==> src/verilog/RegFile.sv <==
`timescale 1ns/1ps

module RegFile (
    input  logic        clk,
    input  logic        arstN,
    input  logic [4:0]  rdAddrA,
    input  logic [4:0]  rdAddrB,
    input  logic        wrEn,
    input  logic [4:0]  wrAddr,
    input  logic [31:0] wrData,
    output logic [31:0] rdDataA,
    output logic [31:0] rdDataB
);
    logic [31:0] regs [32];

    assign rdDataA = regs[rdAddrA];  // Asynchronous reads
    assign rdDataB = regs[rdAddrB];

    always_ff @(posedge clk or negedge arstN) begin
        if (!arstN) begin
            for (int i = 0; i < 32; i++) begin
                regs[i] <= '0;
            end
        end else if (wrEn && (wrAddr != 5'd0)) begin
            regs[wrAddr] <= wrData;
        end
    end

    // Holds through every write to index 0
    assert property (@(posedge clk) disable iff (!arstN) regs[0] == 32'd0)
        else $error("RegFile: register 0 is %h", regs[0]);

endmodule

==> config.mk <==
export PLATFORM = sky130hd
export DESIGN_NAME = RegFile
export DESIGN_NICKNAME = d
export VERILOG_FILES = /design/src/verilog/RegFile.sv
export SDC_FILE = /design/constraint.sdc
export NUM_CORES = 2
export LEC_CHECK = 0
export BUFFER_PORTS_ARGS = -buffer_cell sky130_fd_sc_hd__buf_2
export CAP_MARGIN = 20
export CORE_MARGIN = 1.5
export CORE_UTILIZATION = 64
export CTS_CLUSTER_SIZE = 8
export DETAILED_ROUTE_END_ITERATION = 10
export HOLD_SLACK_MARGIN = 0.12
export PLACE_DENSITY = 0.81
export SLEW_MARGIN = 20
export SYNTH_ARGS = -nofsm -noshare
export SYNTH_HDL_FRONTEND = slang
export SYNTH_SLANG_ARGS = --single-unit
==> constraint.sdc <==
create_clock -name clk -period 1.8 [get_ports clk]
set_clock_uncertainty 0.2 [all_clocks]
set_input_delay 0.09 -clock clk [delete_from_list [all_inputs] [get_ports clk]]
set_output_delay 0.09 -clock clk [all_outputs]
set_load 0.005 [all_outputs]
==> results.yml <==
sta:
  finalHoldViolCount: 0
  max_slew.worst_pin.slew_ps: 605
  setup_ws_ps: -719
  max_freq_mhz: 397
  drv_slew: 0
  final.min_clock_period_ps: 2520
  setup_tns_ps: -36750
  setup_viol: 65
  final.period_utilization_pct: 140
  rsz0062_at_grt: "true"
  relSlewSlack_pct: 59.6
critical_path:
  crit_required_ps: 1510
  slowest_delay_ps: 410
  path_class: "reg -> out"
  crit_arrival_ps: 2230
  crit_chain: "mux2i_1, a22o_1, nor3_1, a31oi_1, nand3_1, buf_2"
  crit_path_max_fanout: 3
  cp_slowest_cell: "dfrtp_1"
  start_kind: "flip-flop"
  end_kind: "primary output"
power:
  powerDensity_mw_per_mm2: 1060
  leakage_nw: 31.6
  internal-power_mw: 49.6
  pwr-share-comb_pct: 20.4
  peakVddDrop_v: 0.00101
  switchingPower_mw: 20.2
  power_frac_seq_pct: 44.6
  total_power_mw: 69.8
  power_frac_clock_pct: 35.1
  netSwitchingFraction_pct: 28.9
drt:
  drt_iter0_markers: 4542
  routed_wl_um: 176000
  dr.pass1.iters: 6
  wire_per_inst_um: 29.0
  drc: 0
  via_per_inst: 6.99
  postRouteAntennaNets: 0
  route.vias.total: 42300
clocking:
  clock_path_buffers: 3
  path_clk_slew_ps: 50
  numCtsBuffers: 146
  cts_tree: "yes"
  htree_levels: 4
  insertion_delay_ps: 740
  clkSinkCount: 1024
  cts-root-buf: "clkbuf_16"
layout:
  drive_above_1_share_pct: 37.8
  area_delta_synth_final_pct: 19.0
  largest_reg_flops: 1024
  final_cells: 6049
  fin_area_sq_mm: 0.0661
  fillers: 4951
  fin_nets: 4940
  top_register: "regs"
  regArea_sq_mm: 0.0256
  multi_input_area_sq_mm: 0.0284
  top_regs: "regs: 1024 flops"
floorplan:
  core_area_sq_mm: 0.0855
  dieArea_sq_mm: 0.0885
  fp.dieW_um: 297
  die_h_um: 297
  num_rows: 107
  start_util_pct: 64.9
  io_pins: 114
min_path:
  hold_path_class: "in -> reg"
yosys:
  synth_cells: 4606
  synth_area_sq_mm: 0.0555
  synth_nets: 4656
  ys_warn_count: 0
  synth_area_per_cell_sq_um: 12.1
  yosysSeqAreaShare_pct: 46.2
  ys_seq_elements: 1024
  yosysUniqueCellTypes: 27
grt:
  grt_overflow_total: 0
  grt_use_met3_pct: 9.10
  grt_max_degree: 104
  top_usage_layer: "met2"
  grt_pass1_vias: 44100
  antenna_found_initial: 5
  grt_usage_pct: 39.1
  grtUsageMet1_pct: 50.2
  grt_pass1_wl_um: 265000
  met2_usage_pct: 60.9
placed_design:
  gp_congestion: 0.889
  port_buffers: 113
  dp.cells: 5828
  placedInstanceArea_sq_mm: 0.0611
  hpwl_um: 109000
run_status:
  status: "finished with violations"
  violations: "setup timing"
flow_run:
  cap_violations: 0
==> layout by cell type, fill, tap and decap left out, drive strengths merged, types with 16 or more instances in the layout <==
| cell type | n |
|---|---|
| nand2 | 211 |
| mux2 | 992 |
| a22o | 128 |
| buf | 571 |
| a31oi | 64 |
| nor3 | 65 |
| dfrtp | 1024 |
| nand3 | 193 |
| dlygate4sd3 | 42 |
| a21oi | 192 |
| mux2i | 1024 |
| nor2 | 16 |
| clkbuf | 149 |
| a22oi | 192 |
==> layer usage <==
metal	vias up	share of wire [%]
met5	-	0.036
li1	17500	-
met2	2540	46
met1	21600	38
met3	696	9.4
met4	10	5.7
==> final cells by class <==
type | instances | share of cell area, %
sequential | 1024 | 38.8
tap | 1144 | 2.17
clock inverter | 13 | 0.227
multi-input combinational | 3105 | 43.0
clock buffer | 149 | 5.64
antenna | 1 | 0.00379
timing repair buffer | 613 | 10.2
==> Yosys cell counts, drive strengths merged <==
cell type	instances	area (sq um)
a21oi	192	961
a22o	128	1120
a22oi	192	1440
a31oi	64	400
and2	3	18.8
and3	1	6.26
and3b	2	17.5
buf	251	1340
clkbuf	226	850
dfrtp	1024	25600
mux2	992	11200
mux2i	1024	10200
nand2	211	792
nand2b	5	31.3
nand3	193	966
nand3b	5	37.5
nand4	1	6.26
nor2	16	60.1
nor2b	4	25.0
nor3	65	325
nor3b	5	47.5
or2	2	12.5
==> what timing repair did <==
action,in CTS,in global routing
pin swaps,73,73
hold endpoints to repair,2016,156
hold buffers,42,5
buffers inserted,8,8
gates resized for setup,59,42
endpoints found under the setup margin,64,168
==> metrics by stage <==
step	worst slack, ps	util (%)	hold slack [ps]
detailed placement	-307	71.4	-188
CTS	-680	76.9	129
global placement	-304	71.4	-186
global route	-759	77.2	130
floorplan	187	-	-406
finish	-719	77.2	140
==> path summary, 6_finish.rpt <==
check	startpoint	end	slack, ps	cells past startpoint
min reg2reg	regs[1009]	regs[1009]	200	0
max	regs[842]	rdDataB[10]	-720	6
min	wrAddr[2]	regs[548]	140	7
min in group asynchronous	arstN	regs[420]	270	4
max reg2reg	regs[160]	regs[160]	250	2
max in group asynchronous	arstN	regs[506]	280	5
==> power groups by stage <==
stage / clock network (mW) / registers [mW] / logic [mW]
global route: 25.6 / 31.5 / 15.2
CTS: 24.6 / 30.9 / 13.9
detailed placement: 0 / 31.1 / 13.5
global placement: 0 / 30.7 / 13.0
finish: 24.5 / 31.1 / 14.2
floorplan: 0 / 30.1 / 9.58
==> critical path: cells and delay by family (launching register included) <==
| family | cells | cell delay (ps) |
|---|---|---|
| multiplexers | 1 | 180 |
| buffers and inverters | 1 | 170 |
| flip-flops | 1 | 410 |
| AND/OR/NAND/NOR | 2 | 250 |
| AO/OA/AOI/OAI | 2 | 480 |
==> logic make-up (layout without fill, tap and decap cells) <==
logic type,after synthesis,count (layout),share of synthesized area [%]
DFF,1024,1024,46.2
buffers and inverters,477,775,3.95
AOI/OAI and AO/OA,576,576,7.07
muxes,2016,2016,38.6
and+or+nand+nor,513,513,4.23
other,0,1,0
Note: power is estimated with default switching activity, not from simulation.
