==> src/verilog/ctrlPkg.sv <==
package ctrlPkg;

    typedef enum logic [5:0] {
        ALUOP_ZERO  = 6'b000000,  // Decode function field
        ALUOP_ADDIU = 6'b000001,
        ALUOP_ADDI  = 6'b000010,
        ALUOP_LUI   = 6'b000100,
        ALUOP_BEQ   = 6'b000110,
        ALUOP_BNE   = 6'b000111,
        ALUOP_JUMP  = 6'b001011,  // J, JAL, JR, JALR
        ALUOP_ANDI  = 6'b001100,
        ALUOP_ORI   = 6'b001101,
        ALUOP_XORI  = 6'b001110,
        ALUOP_SLTI  = 6'b010000,
        ALUOP_SLTIU = 6'b010001,
        ALUOP_SRL   = 6'b010010,
        ALUOP_SRLV  = 6'b010100
    } aluOpT;

    typedef enum logic [2:0] {
        BR_NONE = 3'd0,
        BR_BEQ  = 3'd1,
        BR_BNE  = 3'd2
    } branchT;

    typedef enum logic [1:0] {W_WORD = 2'b00, W_HALF = 2'b01, W_BYTE = 2'b10} widthT;

    typedef enum logic [1:0] {DST_RT = 2'b00, DST_RD = 2'b01, DST_LINK = 2'b10} regDstT;

    typedef enum logic [1:0] {WB_MEM = 2'b00, WB_LINK = 2'b01, WB_ALU = 2'b10} wbSrcT;

    localparam int MEM_WORDS = 256;  // Data memory depth in words

endpackage

==> src/verilog/isaPkg.sv <==
package isaPkg;

    // --------------------
    // Opcodes
    // --------------------
    localparam logic [5:0] OP_ZERO  = 6'b000000;  // R-type
    localparam logic [5:0] OP_J     = 6'b000010;
    localparam logic [5:0] OP_JAL   = 6'b000011;
    localparam logic [5:0] OP_BEQ   = 6'b000100;
    localparam logic [5:0] OP_BNE   = 6'b000101;
    localparam logic [5:0] OP_ADDI  = 6'b001000;
    localparam logic [5:0] OP_ADDIU = 6'b001001;
    localparam logic [5:0] OP_SLTI  = 6'b001010;
    localparam logic [5:0] OP_SLTIU = 6'b001011;
    localparam logic [5:0] OP_ANDI  = 6'b001100;
    localparam logic [5:0] OP_ORI   = 6'b001101;
    localparam logic [5:0] OP_XORI  = 6'b001110;
    localparam logic [5:0] OP_LUI   = 6'b001111;
    localparam logic [5:0] OP_LB    = 6'b100000;
    localparam logic [5:0] OP_LH    = 6'b100001;
    localparam logic [5:0] OP_LW    = 6'b100011;
    localparam logic [5:0] OP_LBU   = 6'b100100;
    localparam logic [5:0] OP_LHU   = 6'b100101;
    localparam logic [5:0] OP_LWU   = 6'b100111;  // Same as LW here
    localparam logic [5:0] OP_SB    = 6'b101000;
    localparam logic [5:0] OP_SH    = 6'b101001;
    localparam logic [5:0] OP_SW    = 6'b101011;

    // --------------------
    // Function field
    // --------------------
    localparam logic [5:0] FUNC_SLL  = 6'b000000;
    localparam logic [5:0] FUNC_SRL  = 6'b000010;
    localparam logic [5:0] FUNC_SRLV = 6'b000110;
    localparam logic [5:0] FUNC_JR   = 6'b001000;
    localparam logic [5:0] FUNC_JALR = 6'b001001;
    localparam logic [5:0] FUNC_ADDU = 6'b100001;
    localparam logic [5:0] FUNC_SUBU = 6'b100011;
    localparam logic [5:0] FUNC_AND  = 6'b100100;
    localparam logic [5:0] FUNC_OR   = 6'b100101;
    localparam logic [5:0] FUNC_XOR  = 6'b100110;
    localparam logic [5:0] FUNC_SLT  = 6'b101010;

    localparam logic [4:0] REG_LINK = 5'd31;  // JAL destination

endpackage
==> src/verilog/ctrlIf.sv <==
`timescale 1ns/1ps

interface ctrlIf;
    ctrlPkg::aluOpT  aluOp;
    logic            aluSrcImm;
    ctrlPkg::branchT branch;
    logic            jump;
    logic            jumpReg;    // Target from rs
    ctrlPkg::regDstT regDst;
    logic            regWrite;
    logic            memRead;
    logic            memWrite;
    ctrlPkg::widthT  width;
    logic            loadSigned;
    ctrlPkg::wbSrcT  wbSrc;
    logic            exec;       // Execution strobe from the sequencer

    modport dec (output aluOp, aluSrcImm, branch, jump, jumpReg, regDst, regWrite,
                 memRead, memWrite, width, loadSigned, wbSrc);
    modport alu (input aluOp, aluSrcImm);
    modport mem (input memRead, memWrite, width, loadSigned, exec);
    modport seq (input branch, jump, jumpReg, regWrite, wbSrc, output exec);
endinterface

==> src/verilog/Alu.sv <==
`timescale 1ns/1ps

module Alu (
    ctrlIf.alu          ctl,
    input  logic [31:0] instr,
    input  logic [31:0] rs,
    input  logic [31:0] rt,
    output logic [31:0] result,
    output logic        equal
);
    logic [31:0] immS;
    logic [31:0] immZ;
    logic [31:0] opB;
    logic        logicImm;

    assign immS     = {{16{instr[15]}}, instr[15:0]};
    assign immZ     = {16'd0, instr[15:0]};
    assign logicImm = ctl.aluOp inside {ctrlPkg::ALUOP_ANDI, ctrlPkg::ALUOP_ORI,
                                        ctrlPkg::ALUOP_XORI};
    assign opB      = !ctl.aluSrcImm ? rt : (logicImm ? immZ : immS);
    assign equal    = (rs == rt);  // Branch test

    always_comb begin
        case (ctl.aluOp)
            ctrlPkg::ALUOP_ADDI, ctrlPkg::ALUOP_ADDIU: result = rs + opB;
            ctrlPkg::ALUOP_LUI:   result = {instr[15:0], 16'd0};
            ctrlPkg::ALUOP_ANDI:  result = rs & opB;
            ctrlPkg::ALUOP_ORI:   result = rs | opB;
            ctrlPkg::ALUOP_XORI:  result = rs ^ opB;
            ctrlPkg::ALUOP_SLTI:  result = {31'd0, $signed(rs) < $signed(opB)};
            ctrlPkg::ALUOP_SLTIU: result = {31'd0, rs < opB};
            ctrlPkg::ALUOP_SRL:   result = rt >> instr[10:6];
            ctrlPkg::ALUOP_SRLV:  result = rt >> rs[4:0];
            // Branch offset, added to pc+4 by the sequencer
            ctrlPkg::ALUOP_BEQ, ctrlPkg::ALUOP_BNE: result = {immS[29:0], 2'b00};
            ctrlPkg::ALUOP_JUMP:  result = {4'd0, instr[25:0], 2'b00};
            ctrlPkg::ALUOP_ZERO: begin
                case (instr[5:0])
                    isaPkg::FUNC_ADDU: result = rs + opB;
                    isaPkg::FUNC_SUBU: result = rs - opB;
                    isaPkg::FUNC_AND:  result = rs & opB;
                    isaPkg::FUNC_OR:   result = rs | opB;
                    isaPkg::FUNC_XOR:  result = rs ^ opB;
                    isaPkg::FUNC_SLT:  result = {31'd0, $signed(rs) < $signed(opB)};
                    isaPkg::FUNC_SLL:  result = rt << instr[10:6];
                    default:           result = '0;
                endcase
            end
            default: result = '0;
        endcase
    end

endmodule

==> src/flat_wrapper.sv <==
// flat-port wrapper written by rule: the top's interface ports become plain ports
module Alu_flat 
  (instr, rs, rt, result, equal, ctl_aluOp, ctl_aluSrcImm);
  ctrlIf ctl_i ();
  input  logic [31:0] instr;
  input  logic [31:0] rs;
  input  logic [31:0] rt;
  output logic [31:0] result;
  output logic equal;
  input wire logic [$bits(ctl_i.aluOp)-1:0] ctl_aluOp;
  input wire logic [$bits(ctl_i.aluSrcImm)-1:0] ctl_aluSrcImm;
  assign ctl_i.aluOp = ctl_aluOp;
  assign ctl_i.aluSrcImm = ctl_aluSrcImm;
  Alu u_core (.ctl(ctl_i), .instr(instr), .rs(rs), .rt(rt), .result(result), .equal(equal));
endmodule
==> config.mk <==
export PLATFORM = sky130hd
export DESIGN_NAME = Alu_flat
export DESIGN_NICKNAME = d
export VERILOG_FILES = /design/src/verilog/ctrlPkg.sv /design/src/verilog/isaPkg.sv /design/src/verilog/ctrlIf.sv /design/src/verilog/Alu.sv /design/src/flat_wrapper.sv
export SDC_FILE = /design/constraint.sdc
export NUM_CORES = 1
export LEC_CHECK = 0
export BUFFER_PORTS_ARGS = -buffer_cell sky130_fd_sc_hd__buf_2
export CAP_MARGIN = 10
export CORE_ASPECT_RATIO = 0.6
export CORE_UTILIZATION = 30
export DETAILED_ROUTE_END_ITERATION = 16
export PLACE_DENSITY = 0.45
export SETUP_SLACK_MARGIN = 0.4
export SYNTH_ARGS = -nofsm -noshare
export SYNTH_HDL_FRONTEND = slang
export SYNTH_SLANG_ARGS = --single-unit
==> constraint.sdc <==
create_clock -name vclk -period 17
set_input_delay 3.4 -clock vclk [all_inputs]
set_output_delay 3.4 -clock vclk [all_outputs]
set_load 0.05 [all_outputs]
==> flow_metrics.py <==
metrics = {
    "logic_synthesis": {
        "syn_nets": 1778,
        "ys_warn_count": 0,
        "synth_top_family_by_area": "compound AO/OA/AOI/OAI gates",
        "yosysUniqueCellTypes": 88,
        "synthCells": 1577,
        "synthMuxAreaShare": 0.233,
        "synth_xor_area_frac": 0.0509,
        "yosys.area_share.simple": 0.191,
        "yosysTopAreaCell": "mux2i_1",
        "synth_compound_gate_area_share": 0.327,
        "syn_area_per_cell_um2": 6.99,
        "synth_top_area_share": 0.171,
        "yosysSeqAreaShare": 0,
        "synthAdderAreaFrac": 0.113,
        "synth_area_leaders": "mux2i_1, ha_1, a21oi_1",
        "syn_area_um2": 11000,
    },
    "global_route": {
        "grt_max_degree": 36,
        "grt_pass1_wl_um": 93500,
        "grt_use_total": 0.343,
        "grt_pass1_vias": 12500,
        "antenna_found_initial": 5,
        "grt.overflow.total": 0,
    },
    "worst_setup_path": {
        "path_common_cell": "buf_2",
        "start_kind": "primary input",
        "crit_buf_inv": 4,
        "crit_path_max_fanout": 30,
        "cp-endpoint": "result[23]",
        "cp_num_cells": 16,
        "cp-end-kind": "output pin",
        "cp-startpoint": "ctl_aluOp[1]",
        "slowest_stage": "a32oi_1",
        "max_stage_delay_ns": 0.77,
        "path_cells": "buf_2 > a21oi_1 > o21ai_2 > buf_4 > o21a_1 > inv_1 > ha_1 > nor4_1 > and2_1 > o21ai_0 > a32oi_1 > a221oi_1 > o2bb2ai_1 > xnor2_1 > o31ai_1 > buf_2",
        "critical_path_class": "in -> out",
        "crit_arrival_ns": 8.77,
        "path_delay_family": "compound AO/OA/AOI/OAI gates",
        "critPathRequiredTime_ns": 13.60,
    },
    "layout": {
        "n_clock_buffer": 0,
        "regArea_um2": 0,
        "nFlopsAndLatches": 0,
        "finalNetCount": 1813,
        "area_growth_pct": 9.32,
        "final_layout_size_suffix_gt1_frac": 0.145,
        "fin_area_um2": 12000,
        "fillers": 3918,
    },
    "route": {
        "totalWireLength_um": 66800,
        "viasPerCell": 6.75,
        "route.detailed.drc": 0,
        "firstDrtPassIters": 8,
        "drtIter0Drc": 2016,
        "antenna_left": 0,
        "wl_per_cell_um": 32.1,
        "num_vias": 14000,
    },
    "floorplanning": {
        "die_h_um": 150,
        "core_area_um2": 35600,
        "dieArea_um2": 37500,
        "initial_utilization": 0.310,
        "ioPinCount": 136,
        "core.rowCount": 53,
        "die_w_um": 249,
    },
    "timing": {
        "rsz0062_at_grt": "false",
        "fmax_ghz": 0.0822,
        "setup_viol": 0,
        "holdWs_ns": 7.45,
        "drv_slew": 0,
        "relSlewSlack": 0.183,
        "final.setup.tns_ns": 0,
        "fin_crit_ns": 12.17,
        "finalHoldViolations": 0,
        "worst_pin_slew_ns": 1.22,
        "period_share": 0.716,
    },
    "hold_path": {
        "hold_path_class": "in -> out",
    },
    "run_status": {
        "status": "finished, final reports clean",
    },
    "clocking": {
        "cts_setup_buffers": 0,
        "ctsResizeCount": 0,
        "holdBufCountCts": 0,
    },
    "place": {
        "dpl_cell_area_um2": 12000,
        "gp_congestion": 1.06,
        "io_buffers": 130,
        "dp_hpwl_um": 53400,
    },
    "flow_run": {
        "drv_cap": 0,
    },
}
==> cells in the final DEF, fill, tap and decap left out, types with 31 or more instances in the layout <==
master / count
a21oi_1: 110
a221oi_1: 31
buf_2: 131
buf_4: 46
ha_1: 96
inv_1: 92
mux2i_1: 186
nand2_1: 131
nand3_1: 35
nor2_1: 112
nor3_1: 32
o21ai_0: 60
o22ai_1: 55
xor2_1: 42
==> per-stage QoR <==
| step | utilization | setup WS (ns) | instances |
|---|---|---|---|
| floorplan | - | 5.31 | 1577 |
| global placement | 0.338 | 5.09 | 2076 |
| detailed placement | 0.338 | 5.01 | 2076 |
| CTS | 0.338 | 4.98 | 2076 |
| global route | 0.338 | 4.61 | 2077 |
| finish | 0.338 | 4.83 | 2080 |
==> logic make-up (layout without fill, tap and decap cells) <==
family / Yosys count / after routing
buffers and inverters: 238 / 271
and+or+nand+nor: 432 / 432
adders and majority gates: 98 / 98
muxes: 225 / 225
other: 0 / 3
AOI/OAI and AO/OA: 520 / 520
xor gates and xnor gates: 64 / 64
==> how the worst min path moves through the flow <==
stage / start / endpoint / slack (ns) / cells past startpoint
6_report: rs[18] / equal / 7.45 / 6
5_1_grt: rs[20] / equal / 7.45 / 6
4_1_cts: rs[20] / equal / 7.44 / 6
3_5_place_dp: rs[18] / equal / 7.43 / 6
3_3_place_gp: rs[20] / equal / 7.43 / 6
2_1_floorplan: rs[17] / equal / 7.20 / 4
==> routing by layer <==
| layer | track usage | share of wire | up-vias |
|---|---|---|---|
| met2 | 0.442 | 0.36 | 1074 |
| li1 | - | - | 6029 |
| met5 | 0 | 0.00033 | - |
| met1 | 0.523 | 0.46 | 6838 |
| met3 | 0.119 | 0.16 | 95 |
| met4 | 0.0781 | 0.026 | 4 |
==> synthesized netlist by cell type (19+ instances only) <==
library cell and number:
a211oi_1 26, a221oi_1 31, a21oi_1 111, o221ai_1 19, xnor2_1 22, ha_1 96
o21bai_1 21, o22ai_1 55, mux2i_1 188, o211ai_1 23, xor2_1 42, a31oi_1 19
mux4_2 22, nand3_1 35, clkbuf_1 105, o21ai_0 60, nor3_1 32, inv_1 92
nand2_1 131, o21a_1 24, nor2_1 112
==> area by class of cell <==
type / count / area [um^2] / area share
multi-input combinational: 1339 / 10100 / 0.839
timing repair buffer: 177 / 1000 / 0.0831
tap: 467 / 584 / 0.0485
inverter: 94 / 353 / 0.0293
antenna: 3 / 7.51 / 0.000623
