$ cat config.mk
export PLATFORM = sky130hd
export DESIGN_NAME = InstrSeq_flat
export DESIGN_NICKNAME = d
export VERILOG_FILES = /design/src/verilog/ctrlPkg.sv /design/src/verilog/ctrlIf.sv /design/src/verilog/InstrSeq.sv /design/src/flat_wrapper.sv
export SDC_FILE = /design/constraint.sdc
export NUM_CORES = 1
export LEC_CHECK = 0
export BUFFER_PORTS_ARGS = -buffer_cell sky130_fd_sc_hd__buf_2
export CAP_MARGIN = 20
export CORE_MARGIN = 3
export CORE_UTILIZATION = 37
export DETAILED_ROUTE_END_ITERATION = 6
export GPL_TIMING_DRIVEN = 0
export SYNTH_ARGS = -nofsm -noshare
export SYNTH_HDL_FRONTEND = slang
export SYNTH_SLANG_ARGS = --single-unit
$ cat constraint.sdc
create_clock -name clk -period 4.8 [get_ports clk]
set_clock_uncertainty 0.15 [all_clocks]
set_input_delay 0 -clock clk [delete_from_list [all_inputs] [get_ports clk]]
set_output_delay 0 -clock clk [all_outputs]
set_load 0.03 [all_outputs]
$ cat src/verilog/ctrlPkg.sv
package ctrlPkg;

    typedef enum logic [5:0] {
        ALUOP_ZERO  = 6'b000000,  // Decode function field
        ALUOP_ADDIU = 6'b000001,
        ALUOP_ADDI  = 6'b000010,
        ALUOP_LUI   = 6'b000100,
        ALUOP_BEQ   = 6'b000110,
        ALUOP_BNE   = 6'b000111,
        ALUOP_JUMP  = 6'b001011,  // J, JAL, JR, JALR
        ALUOP_ANDI  = 6'b001100,
        ALUOP_ORI   = 6'b001101,
        ALUOP_XORI  = 6'b001110,
        ALUOP_SLTI  = 6'b010000,
        ALUOP_SLTIU = 6'b010001,
        ALUOP_SRL   = 6'b010010,
        ALUOP_SRLV  = 6'b010100
    } aluOpT;

    typedef enum logic [2:0] {
        BR_NONE = 3'd0,
        BR_BEQ  = 3'd1,
        BR_BNE  = 3'd2
    } branchT;

    typedef enum logic [1:0] {W_WORD = 2'b00, W_HALF = 2'b01, W_BYTE = 2'b10} widthT;

    typedef enum logic [1:0] {DST_RT = 2'b00, DST_RD = 2'b01, DST_LINK = 2'b10} regDstT;

    typedef enum logic [1:0] {WB_MEM = 2'b00, WB_LINK = 2'b01, WB_ALU = 2'b10} wbSrcT;

    localparam int MEM_WORDS = 256;  // Data memory depth in words

endpackage

$ cat src/verilog/ctrlIf.sv
`timescale 1ns/1ps

interface ctrlIf;
    ctrlPkg::aluOpT  aluOp;
    logic            aluSrcImm;
    ctrlPkg::branchT branch;
    logic            jump;
    logic            jumpReg;    // Target from rs
    ctrlPkg::regDstT regDst;
    logic            regWrite;
    logic            memRead;
    logic            memWrite;
    ctrlPkg::widthT  width;
    logic            loadSigned;
    ctrlPkg::wbSrcT  wbSrc;
    logic            exec;       // Execution strobe from the sequencer

    modport dec (output aluOp, aluSrcImm, branch, jump, jumpReg, regDst, regWrite,
                 memRead, memWrite, width, loadSigned, wbSrc);
    modport alu (input aluOp, aluSrcImm);
    modport mem (input memRead, memWrite, width, loadSigned, exec);
    modport seq (input branch, jump, jumpReg, regWrite, wbSrc, output exec);
endinterface

$ cat src/verilog/InstrSeq.sv
`timescale 1ns/1ps

module InstrSeq (
    input  logic        clk,
    input  logic        arstN,
    input  logic        instrReq,
    input  logic        equal,
    input  logic [31:0] rs,
    input  logic [31:0] aluResult,
    input  logic [31:0] loadData,
    input  logic [4:0]  destAddr,
    ctrlIf.seq          ctl,
    output logic        instrAck,
    output logic [31:0] pc,
    output logic        wrEn,
    output logic [31:0] wrData,
    output logic        wbValid,
    output logic [4:0]  wbAddr,
    output logic [31:0] wbData
);
    typedef enum logic [1:0] {IDLE, ACKED, RELEASE} stateT;

    stateT       state;
    logic        exec;
    logic        taken;
    logic [31:0] pcPlus4;
    logic [31:0] nextPc;

    assign exec     = (state == IDLE) && instrReq;  // Execution edge
    assign ctl.exec = exec;
    assign instrAck = (state != IDLE);
    assign wrEn     = exec && ctl.regWrite;
    assign pcPlus4  = pc + 32'd4;
    assign taken    = ((ctl.branch == ctrlPkg::BR_BEQ) && equal) ||
                      ((ctl.branch == ctrlPkg::BR_BNE) && !equal);

    always_comb begin
        if (ctl.jump) begin
            nextPc = ctl.jumpReg ? rs : {pcPlus4[31:28], aluResult[27:0]};
        end else if (taken) begin
            nextPc = pcPlus4 + aluResult;
        end else begin
            nextPc = pcPlus4;
        end
    end

    always_comb begin
        case (ctl.wbSrc)
            ctrlPkg::WB_MEM:  wrData = loadData;
            ctrlPkg::WB_LINK: wrData = pcPlus4;  // No delay slot
            default:          wrData = aluResult;
        endcase
    end

    // --------------------
    // Handshake and PC
    // --------------------
    always_ff @(posedge clk or negedge arstN) begin
        if (!arstN) begin
            state   <= IDLE;
            pc      <= '0;
            wbValid <= 1'b0;
        end else begin
            wbValid <= wrEn && (destAddr != 5'd0);
            case (state)
                IDLE: begin
                    if (instrReq) begin
                        state <= ACKED;
                        pc    <= nextPc;
                    end
                end
                ACKED:   if (!instrReq) state <= RELEASE;
                default: state <= IDLE;  // Drop ack
            endcase
        end
    end

    always_ff @(posedge clk) begin
        if (exec) begin
            wbAddr <= destAddr;
            wbData <= wrData;
        end
    end

    assert property (@(posedge clk) disable iff (!arstN)
        $fell(instrAck) |-> !instrReq && !$past(instrReq))
        else $error("InstrSeq: instrAck dropped while instrReq was high");

endmodule

$ cat src/flat_wrapper.sv
// flat-port wrapper written by rule: the top's interface ports become plain ports
module InstrSeq_flat 
  (clk, arstN, instrReq, equal, rs, aluResult, loadData, destAddr, instrAck, pc, wrEn, wrData, wbValid, wbAddr, wbData, ctl_branch, ctl_jump, ctl_jumpReg, ctl_regWrite, ctl_wbSrc, ctl_exec);
  ctrlIf ctl_i ();
  input  logic clk;
  input  logic arstN;
  input  logic instrReq;
  input  logic equal;
  input  logic [31:0] rs;
  input  logic [31:0] aluResult;
  input  logic [31:0] loadData;
  input  logic [4:0] destAddr;
  output logic instrAck;
  output logic [31:0] pc;
  output logic wrEn;
  output logic [31:0] wrData;
  output logic wbValid;
  output logic [4:0] wbAddr;
  output logic [31:0] wbData;
  input wire logic [$bits(ctl_i.branch)-1:0] ctl_branch;
  input wire logic [$bits(ctl_i.jump)-1:0] ctl_jump;
  input wire logic [$bits(ctl_i.jumpReg)-1:0] ctl_jumpReg;
  input wire logic [$bits(ctl_i.regWrite)-1:0] ctl_regWrite;
  input wire logic [$bits(ctl_i.wbSrc)-1:0] ctl_wbSrc;
  output wire logic [$bits(ctl_i.exec)-1:0] ctl_exec;
  assign ctl_i.branch = ctl_branch;
  assign ctl_i.jump = ctl_jump;
  assign ctl_i.jumpReg = ctl_jumpReg;
  assign ctl_i.regWrite = ctl_regWrite;
  assign ctl_i.wbSrc = ctl_wbSrc;
  assign ctl_exec = ctl_i.exec;
  InstrSeq u_core (.clk(clk), .arstN(arstN), .instrReq(instrReq), .equal(equal), .rs(rs), .aluResult(aluResult), .loadData(loadData), .destAddr(destAddr), .ctl(ctl_i), .instrAck(instrAck), .pc(pc), .wrEn(wrEn), .wrData(wrData), .wbValid(wbValid), .wbAddr(wbAddr), .wbData(wbData));
endmodule
==> out/results.ini, run 1 <==
[hold_path]
worst_hold_path_type=input port to flop

[yosys]
synth.ff_latch_count=72
synthAdderAreaFrac=0.0814
synth_sequential_area_ratio=0.318
synthDominantCellAreaShare=0.178
post_synth_edffs=37
combinational_family_with_the_most_area_after_synthesis=compound AO/OA/AOI/OAI gates
post_synth_mux_area_share=0.0804
synth.net_count=904
synth_xor_xnor_area_share=0.0730
synth_most_common_cell=sky130_fd_sc_hd__nand2_1
synth_compound_gate_area_share=0.224
synth_area_um2=6240
synth_largest_area_cell=sky130_fd_sc_hd__edfxtp_1
post_synth_num_cell_types=62
synthTopCellsByArea=sky130_fd_sc_hd__edfxtp_1 (18%), sky130_fd_sc_hd__dfrtp_1 (14%), sky130_fd_sc_hd__ha_1 (7.8%)
ys.flop_type=sky130_fd_sc_hd__edfxtp_1
synth_async_sr_flop_share=0.486
yosys-top-cells-count=sky130_fd_sc_hd__nand2_1 (102), sky130_fd_sc_hd__o21ai_0 (93), sky130_fd_sc_hd__a21oi_1 (56), sky130_fd_sc_hd__nor2_1 (56), sky130_fd_sc_hd__mux2i_1 (40)
synth_simple_gate_area_share=0.185
synth.yosys.warnings=0
synth_area_per_cell_um2=8.31
synth_cells=751

[die]
fp-row-count=46
fp.coreArea_um2=16200
die_y_um=136
initial_core_util=0.386
die_area_um2=18500
boundaryPins=218
die_w_um=136

[timing]
timing.setup.tns_ns=0
timing_worst_slew_pin_value_ns=1.13
timing.final.crit_period_ns=4.59
hold_viol_final=0
final.period_utilization=0.956
slew_headroom=0.241
grt_setup_unrepaired=no
fmax_ghz=0.218
finalMaxSlewViolations=0
setup_viol_count_final=0
timing.hold.ws_ns=0.0101

[setup_path]
worst_ep_arrival_time_ns=4.71
worstPathRequired_ns=4.92
cpPeakStageDelay_ns=0.48
setup.worst_path.class=flop to flop
setup.worst_path.start_class=flop
cp-end-kind=flop
worstPathMaxFanout=6
cp_cell_sequence=ha_1 -> nand2_1 -> nor3_4 -> and2_1 -> buf_2 -> and2b_1 -> nand3_1 -> xor2_1 -> inv_1 -> ha_1 -> a21o_1 -> a21o_1 -> a21oi_1 -> nor2_1 -> nor2_1 -> o31ai_2 -> or4_1 -> a31oi_1
cp_slowest_cell=sky130_fd_sc_hd__dfrtp_1

[routing]
drc=0
average_detailed_routed_wire_length_per_instance_um=20.5
drtIter0Drc=686
detailedRoute.firstPassIterationCount=5
wl_um=26200
antenna_violating_nets_left=0
detailroute.via_count=7056
detailed_route_vias_per_instance=5.51

[pwr]
p_switching_w=0.00143
p_total_w=0.00326
ir_worst_vdd_uv=198
power.internal_w=0.00184
clkPwrFrac=0.235
total_leakage_power_nw=4.04
combinationalPowerShare=0.500
seqPwrFrac=0.265
swShare=0.437
power_density_nw_per_um2=372

[clock_tree]
cts_tree=built
ctsLongestPathBuffers=2
path_clk_slew_ns=0.06
clock_sink_count=72
tritoncts.num_buffers=9
ctsRootBufferMaster=sky130_fd_sc_hd__clkbuf_16
clock_insertion_delay_worst_skew_ns=0.36
h-tree-depth=3

[layout]
drive_above_1_share=0.238
finalNetCount=1213
diodes=0
area_growth_syn_to_layout_pct=40.6
final_cell_utilization_of_the_core=0.542

[grt]
overflow=0
first_global_vias=6685
grt_pass1_wl_um=38600
grt_usage=0.277
grt_antenna_before_repair=0
grt_max_degree=36

[place]
place_congestion=0.943
hpwl_um=19300
placement.io_buffers=213

[flow_run]
max-cap-violations=0

[status]
run_status=complete, no violations

[layer usage]
layer | wire length [um] | track usage | part of all wire | vias up
met3 | 1990 | 0.0374 | 0.076 | 31
met2 | 12100 | 0.460 | 0.46 | 316
li1 | - | - | - | 3360
met5 | 0 | 0 | 0 | -
met4 | 542 | 0.0868 | 0.021 | 0
met1 | 11600 | 0.375 | 0.44 | 3349
[repair_timing]
item	CTS	global route
hold buffers	83	0
hold endpoints to repair	98	0
buffers inserted	0	0
endpoints found under the setup margin	0	1
resized for setup	0	1
[logic make-up after synthesis]
group                      Yosys count
muxes                               49
and+or+nand+nor                    249
adders and majority gates           40
AOI/OAI and AO/OA                  226
buffers and inverters               63
xor gates and xnor gates            52
DFF                                 72
[registers in the layout, summed over array words and instances (netlist names)]
register	count
u_core.wbValid	1
u_core.wbAddr	5
u_core.state	2
u_core.wbData	32
u_core.pc	32
[power groups by stage]
stage                     combinational [W]  clock [W]  sequential, W
after global placement              0.00152          0       0.000872
final                               0.00163   0.000768       0.000865
after global routing                0.00177   0.000802       0.000877
after detailed placement            0.00153          0       0.000873
after floorplan                    0.000935          0        0.00102
after CTS                           0.00161   0.000773       0.000861
[area by class of cell]
class	count	area, um2
Timing Repair Buffer	298	1920
Inverter	28	105
Clock inverter	6	91.3
Buffer	35	134
Clock buffer	10	239
Fill cell	1575	7400
Tap cell	216	270
Multi-Input combinational cell	616	4020
Sequential cell	72	1990
[per-stage QoR]
step           cells  worst slack, ns  instance area, um2
2_1_floorplan    751            0.654                6240
3_3_place_gp    1180            0.175                7570
3_5_place_dp    1182            0.188                7600
4_1_cts         1281            0.136                8760
5_1_grt         1281           0.0150                8770
6_report        1281            0.210                8770
[critical path, delay by kind of cell, from the launching register on]
kind	cells	cell delay, ns
AND/OR/NAND/NOR	8	1.76
AO/OA/AOI/OAI	5	0.93
adder cells (fa/ha/maj)	2	0.64
flip-flops	1	0.48
XOR/XNOR	1	0.29
buffers and inverters	2	0.25
[placed cells by master (no fill, tap or decap), types with 35 or more instances in the layout]
cell	Yosys	final
sky130_fd_sc_hd__nand2_1	102	102
sky130_fd_sc_hd__ha_1	39	39
sky130_fd_sc_hd__edfxtp_1	37	37
sky130_fd_sc_hd__o21ai_0	93	93
sky130_fd_sc_hd__a21oi_1	56	56
sky130_fd_sc_hd__nor2_1	56	56
sky130_fd_sc_hd__mux2i_1	40	40
sky130_fd_sc_hd__dlygate4sd3_1	0	83
sky130_fd_sc_hd__dfrtp_1	35	35
sky130_fd_sc_hd__buf_2	1	214
[final timing paths]
kind / from / endpoint / slack, ns / cells after the start
max: u_core.pc[2]$_DFFE_PN0P_ / u_core.pc[31]$_DFFE_PN0P_ / 0.21 / 18
min: rs[3] / u_core.pc[3]$_DFFE_PN0P_ / 0.01 / 4
max reg2reg: u_core.pc[2]$_DFFE_PN0P_ / u_core.pc[31]$_DFFE_PN0P_ / 0.21 / 18
min reg2reg: u_core.state[1]$_DFFE_PN0P_ / u_core.state[1]$_DFFE_PN0P_ / 0.30 / 1
max in group asynchronous: arstN / u_core.pc[6]$_DFFE_PN0P_ / 3.69 / 2
min in group asynchronous: arstN / u_core.wbValid$_DFF_PN0_ / 0.19 / 2
(Power assumes the default switching activity.)
==> run 2: changes to the inputs <==
- CORE_MARGIN: 3 -> 2
- PLACE_DENSITY_LB_ADDON: unset -> 0.08
==> out/results.ini, run 2 (synthesized netlist as in run 1, its figures left out) <==
[status]
run_status=complete, no violations

[place]
place_congestion=0.892
placement.io_buffers=213
hpwl_um=19700
placement.cell_area_um2=7610
placed_cells=1186

[layout]
layout.cells.most_common=sky130_fd_sc_hd__buf_2
layoutNonFillerInstCount=1289
reg_top3=u_core.pc: 32 flops, u_core.wbData: 32 flops, u_core.wbAddr: 5 flops
fillerInstances=1625
multi_input_comb_area_um2=4020
drive_above_1_share=0.239
fin_area_um2=8790
area_growth_syn_to_layout_pct=40.9
layout.area.seq_um2=1990
finalNetCount=1217
most-common-layout-cells=sky130_fd_sc_hd__buf_2 (214), sky130_fd_sc_hd__nand2_1 (102), sky130_fd_sc_hd__o21ai_0 (93), sky130_fd_sc_hd__dlygate4sd3_1 (86), sky130_fd_sc_hd__nor2_1 (56)
diodes=0

[grt]
overflow=0
grt_usage=0.297
grt_antenna_before_repair=0
grt_pass1_wl_um=39600
grt_max_degree=36
first_global_vias=6605

[pwr]
swShare=0.450
total_leakage_power_nw=4.05
clkPwrFrac=0.223
ir_worst_vdd_uv=192
combinationalPowerShare=0.509
seqPwrFrac=0.269
power.internal_w=0.00178
p_switching_w=0.00145
power_density_nw_per_um2=367

[timing]
timing.setup.tns_ns=0
hold_viol_final=0
setup_viol_count_final=0
finalMaxSlewViolations=0
timing.final.crit_period_ns=4.44
timing_worst_slew_pin_value_ns=1.18
grt_setup_unrepaired=no
slew_headroom=0.214
final.period_utilization=0.925
fmax_ghz=0.225

[routing]
wl_um=26900
detailed_route_vias_per_instance=5.53
drc=0
antenna_violating_nets_left=0
detailedRoute.firstPassIterationCount=6
detailroute.via_count=7127
average_detailed_routed_wire_length_per_instance_um=20.8
drtIter0Drc=807

[die]
die_w_um=134
fp.coreArea_um2=16500
fp-row-count=47
die_area_um2=17900
die_y_um=134
initial_core_util=0.378
boundaryPins=218

[setup_path]
cp_slowest_cell=sky130_fd_sc_hd__dfrtp_1
cp_top_family=simple AND/OR/NAND/NOR gates
cp-end-kind=flop
setup.worst_path.start_class=flop
cpPeakStageDelay_ns=0.47
cp_cell_sequence=ha_1 -> nand2_1 -> nor3_4 -> and2_1 -> buf_2 -> and2b_1 -> nand3_1 -> xor2_1 -> inv_1 -> ha_1 -> a21o_1 -> a21o_1 -> a21oi_2 -> nor2_1 -> nor2_1 -> o31ai_2 -> or4_1 -> a31oi_1
path_buf_inv=2
worstPathRequired_ns=4.92
setup.worst_path.class=flop to flop
worstPathMaxFanout=6
worst_ep_arrival_time_ns=4.56

[clock_tree]
path_clk_slew_ns=0.06
clock_insertion_delay_worst_skew_ns=0.36
tritoncts.num_buffers=9
clock_sink_count=72
ctsLongestPathBuffers=2
h-tree-depth=3
cts_tree=built
ctsRootBufferMaster=sky130_fd_sc_hd__clkbuf_16

[hold_path]
worst_hold_path_type=input port to flop

[flow_run]
max-cap-violations=0

run 2: through the flow:
step / worst slack [ns] / power, W / utilization / hold WS (ns)
6_report: 0.362 / 0.00323 / 0.532 / 0.00702
3_3_place_gp: 0.0902 / 0.00242 / 0.459 / 0.0216
3_5_place_dp: 0.110 / 0.00242 / 0.460 / 0.0247
5_1_grt: 0.0358 / 0.00341 / 0.532 / 0.0491
4_1_cts: 0.0703 / 0.00321 / 0.531 / 0.00119
2_1_floorplan: 0.654 / 0.00196 / - / -0.446
run 2: final timing paths:
kind                                        startpoint                           to  slack, ns  cells past startpoint
min reg2reg                u_core.state[1]$_DFFE_PN0P_  u_core.state[1]$_DFFE_PN0P_       0.30                      1
max in group asynchronous                        arstN    u_core.pc[30]$_DFFE_PN0P_       3.68                      2
min                                      aluResult[16]    u_core.pc[16]$_DFFE_PN0P_      0.007                      5
max                           u_core.pc[2]$_DFFE_PN0P_    u_core.pc[31]$_DFFE_PN0P_       0.36                     18
max reg2reg                   u_core.pc[2]$_DFFE_PN0P_    u_core.pc[31]$_DFFE_PN0P_       0.36                     18
min in group asynchronous                        arstN     u_core.pc[9]$_DFFE_PN0P_       0.20                      2
run 2: worst min-delay path: stages:
cell and delay, ns:
sky130_fd_sc_hd__buf_2 0.12, sky130_fd_sc_hd__mux2i_1 0.13, sky130_fd_sc_hd__a22oi_1 0.07, sky130_fd_sc_hd__o21ai_0 0.07, sky130_fd_sc_hd__o21ai_0 0.07
run 2: timing repair:
action | CTS | global route
buffers inserted | 0 | 1
endpoints found under the setup margin | 0 | 3
endpoints found under the hold margin | 98 | 0
hold buffers | 86 | 0
gates resized for setup | 0 | 2
run 2: layer usage:
layer / track usage / vias to the layer above / part of all wire / wire length (um)
met2: 0.457 / 385 / 0.45 / 12000
met3: 0.0367 / 47 / 0.093 / 2510
li1: - / 3367 / - / -
met1: 0.429 / 3328 / 0.43 / 11700
met4: 0.107 / 0 / 0.025 / 669
met5: 0 / - / 0 / 0
run 2: area by class of cell:
type                       count  area share
clock buffer                   9      0.0256
tap                          220      0.0313
clock inverter                 7     0.00868
buffer                        35      0.0152
timing repair buffer         302       0.223
sequential                    72       0.226
inverter                      28      0.0120
multi-input combinational    616       0.458
run 2: power groups by stage:
stage                     clock network (W)  registers (W)  logic (W)
after floorplan                           0        0.00102   0.000935
after global placement                    0       0.000879    0.00154
after detailed placement                  0       0.000878    0.00154
after CTS                          0.000728       0.000866    0.00162
after global routing               0.000746       0.000880    0.00178
final                              0.000718       0.000867    0.00164
==> run 3: changes to the inputs <==
--- a/config.mk
+++ b/config.mk
@@ -12,2 +12,3 @@
 export DETAILED_ROUTE_END_ITERATION = 6
+export GPL_ROUTABILITY_DRIVEN = 1
 export GPL_TIMING_DRIVEN = 0
==> constraint.sdc (replaced) <==
create_clock -name clk -period 4.8 [get_ports clk]
set_clock_uncertainty 0.15 [all_clocks]
set_input_delay 0.72 -clock clk [delete_from_list [all_inputs] [get_ports clk]]
set_output_delay 0.72 -clock clk [all_outputs]
set_load 0.03 [all_outputs]
==> out/results.ini, run 3 (synthesized netlist as in run 1, its figures left out) <==
[setup_path]
cp_top_family=simple AND/OR/NAND/NOR gates
path_buf_inv=2
cp-end-kind=flop
worstPathRequired_ns=4.92
cp_cell_sequence=ha_1 -> nand2_1 -> nor3_4 -> and2_1 -> buf_2 -> and2b_1 -> nand3_1 -> xor2_1 -> inv_1 -> ha_1 -> a21o_1 -> a21o_1 -> a21oi_2 -> nor2_1 -> nor2_1 -> o31ai_2 -> or4_1 -> a31oi_1
setup.worst_path.class=flop to flop
cp_slowest_cell=sky130_fd_sc_hd__dfrtp_1
worst_ep_arrival_time_ns=4.55
worstPathMaxFanout=6
setup.worst_path.start_class=flop
cpPeakStageDelay_ns=0.47

[status]
run_status=complete, no violations

[timing]
hold_viol_final=0
fmax_ghz=0.226
grt_setup_unrepaired=no
setup_viol_count_final=0
finalMaxSlewViolations=0
timing.setup.tns_ns=0
final.period_utilization=0.923
timing.final.crit_period_ns=4.43
timing_worst_slew_pin_value_ns=1.19
slew_headroom=0.204

[routing]
antenna_violating_nets_left=0
detailedRoute.firstPassIterationCount=6
detailed_route_vias_per_instance=5.63
drc=0
wl_um=26100
drtIter0Drc=771
detailroute.via_count=6773
average_detailed_routed_wire_length_per_instance_um=21.7

[layout]
most-common-layout-cells=sky130_fd_sc_hd__buf_2 (214), sky130_fd_sc_hd__nand2_1 (102), sky130_fd_sc_hd__o21ai_0 (93), sky130_fd_sc_hd__nor2_1 (56), sky130_fd_sc_hd__a21oi_1 (55)
reg_top3=u_core.pc: 32 flops, u_core.wbData: 32 flops, u_core.wbAddr: 5 flops
layoutNonFillerInstCount=1203
diodes=0
finalNetCount=1131
layout.cells.most_common=sky130_fd_sc_hd__buf_2
area_growth_syn_to_layout_pct=27.1
fillerInstances=1699
drive_above_1_share=0.259

[die]
die_y_um=134
die_w_um=134
fp-row-count=47
die_area_um2=17900
initial_core_util=0.378
fp.coreArea_um2=16500
boundaryPins=218

[place]
placement.io_buffers=213
hpwl_um=19700
place_congestion=0.892
placed_cells=1186

[pwr]
ir_worst_vdd_uv=191
power_density_nw_per_um2=398
total_leakage_power_nw=3.68

[flow_run]
max-cap-violations=0

[grt]
grt_usage=0.288
grt_max_degree=36
grt_pass1_wl_um=38200
first_global_vias=6161
overflow=0
grt_antenna_before_repair=0

[hold_path]
worst_hold_path_type=flop to flop

[clock_tree]
h-tree-depth=3
cts_tree=built
ctsRootBufferMaster=sky130_fd_sc_hd__clkbuf_16
clock_sink_count=72
tritoncts.num_buffers=9
hold_buffers=0
ctsLongestPathBuffers=2
clock_insertion_delay_worst_skew_ns=0.35
path_clk_slew_ns=0.07

## run 3: changes by cell type in the layout (fill, tap and decap cells not counted), sizes merged
cell         delta
dlygate4sd3    -86
## run 3: routing by layer
metal,share of wire,wire length (um),GRT usage
met1,0.46,12000,0.425
met2,0.44,11400,0.435
met3,0.079,2050,0.0363
met4,0.024,617,0.0999
met5,0,0,0
## run 3: layout make-up
type                       count  area [um2]  share of cell area
inverter                      28         105              0.0133
timing repair buffer         216        1100               0.139
multi-input combinational    616        4020               0.508
buffer                        35         134              0.0169
clock buffer                   9         225              0.0284
clock inverter                 7        76.3             0.00963
sequential                    72        1990               0.251
tap                          220         275              0.0347
## run 3: final timing paths
kind / endpoint / depth (start not counted) / start / slack [ns]
min in group asynchronous: u_core.pc[9]$_DFFE_PN0P_ / 1 / arstN / 0.39
worst max register to register: u_core.pc[31]$_DFFE_PN0P_ / 18 / u_core.pc[2]$_DFFE_PN0P_ / 0.37
worst max-delay path: u_core.pc[31]$_DFFE_PN0P_ / 18 / u_core.pc[2]$_DFFE_PN0P_ / 0.37
worst min-delay path: u_core.state[1]$_DFFE_PN0P_ / 1 / u_core.state[1]$_DFFE_PN0P_ / 0.30
worst min register to register: u_core.state[1]$_DFFE_PN0P_ / 1 / u_core.state[1]$_DFFE_PN0P_ / 0.30
max in group asynchronous: u_core.pc[30]$_DFFE_PN0P_ / 1 / arstN / 3.47
## run 3: worst reg2reg max path: stages (launching register included)
cell and delay [ns]:
sky130_fd_sc_hd__dfrtp_1 0.47, sky130_fd_sc_hd__ha_1 0.29, sky130_fd_sc_hd__nand2_1 0.18, sky130_fd_sc_hd__nor3_4 0.26, sky130_fd_sc_hd__and2_1 0.17, sky130_fd_sc_hd__buf_2 0.17
sky130_fd_sc_hd__and2b_1 0.31, sky130_fd_sc_hd__nand3_1 0.13, sky130_fd_sc_hd__xor2_1 0.29, sky130_fd_sc_hd__inv_1 0.09, sky130_fd_sc_hd__ha_1 0.35, sky130_fd_sc_hd__a21o_1 0.20
sky130_fd_sc_hd__a21o_1 0.19, sky130_fd_sc_hd__a21oi_2 0.21, sky130_fd_sc_hd__nor2_1 0.07, sky130_fd_sc_hd__nor2_1 0.11, sky130_fd_sc_hd__o31ai_2 0.08, sky130_fd_sc_hd__or4_1 0.47
sky130_fd_sc_hd__a31oi_1 0.17
## run 3: power by group
group	internal (W)	switching, W
logic	0.000560	0.00101
registers	0.000748	0.000121
clock network	0.000408	0.000310
## run 3: stage by stage
step	cell area [um2]	setup slack (ns)	utilization	power [W]	hold slack, ns
2_1_floorplan	6240	0.654	-	0.00196	0.270
3_3_place_gp	7580	-0.427	0.459	0.00242	0.281
3_5_place_dp	7610	0.110	0.460	0.00242	0.285
4_1_cts	7910	0.0703	0.479	0.00314	0.294
5_1_grt	7930	0.0321	0.480	0.00333	0.321
6_report	7930	0.368	0.480	0.00315	0.299
## run 3: what timing repair did
| item | CTS | global route |
|---|---|---|
| setup buffers | 0 | 1 |
| endpoints found under the setup margin | 0 | 4 |
| gates resized for setup | 0 | 2 |
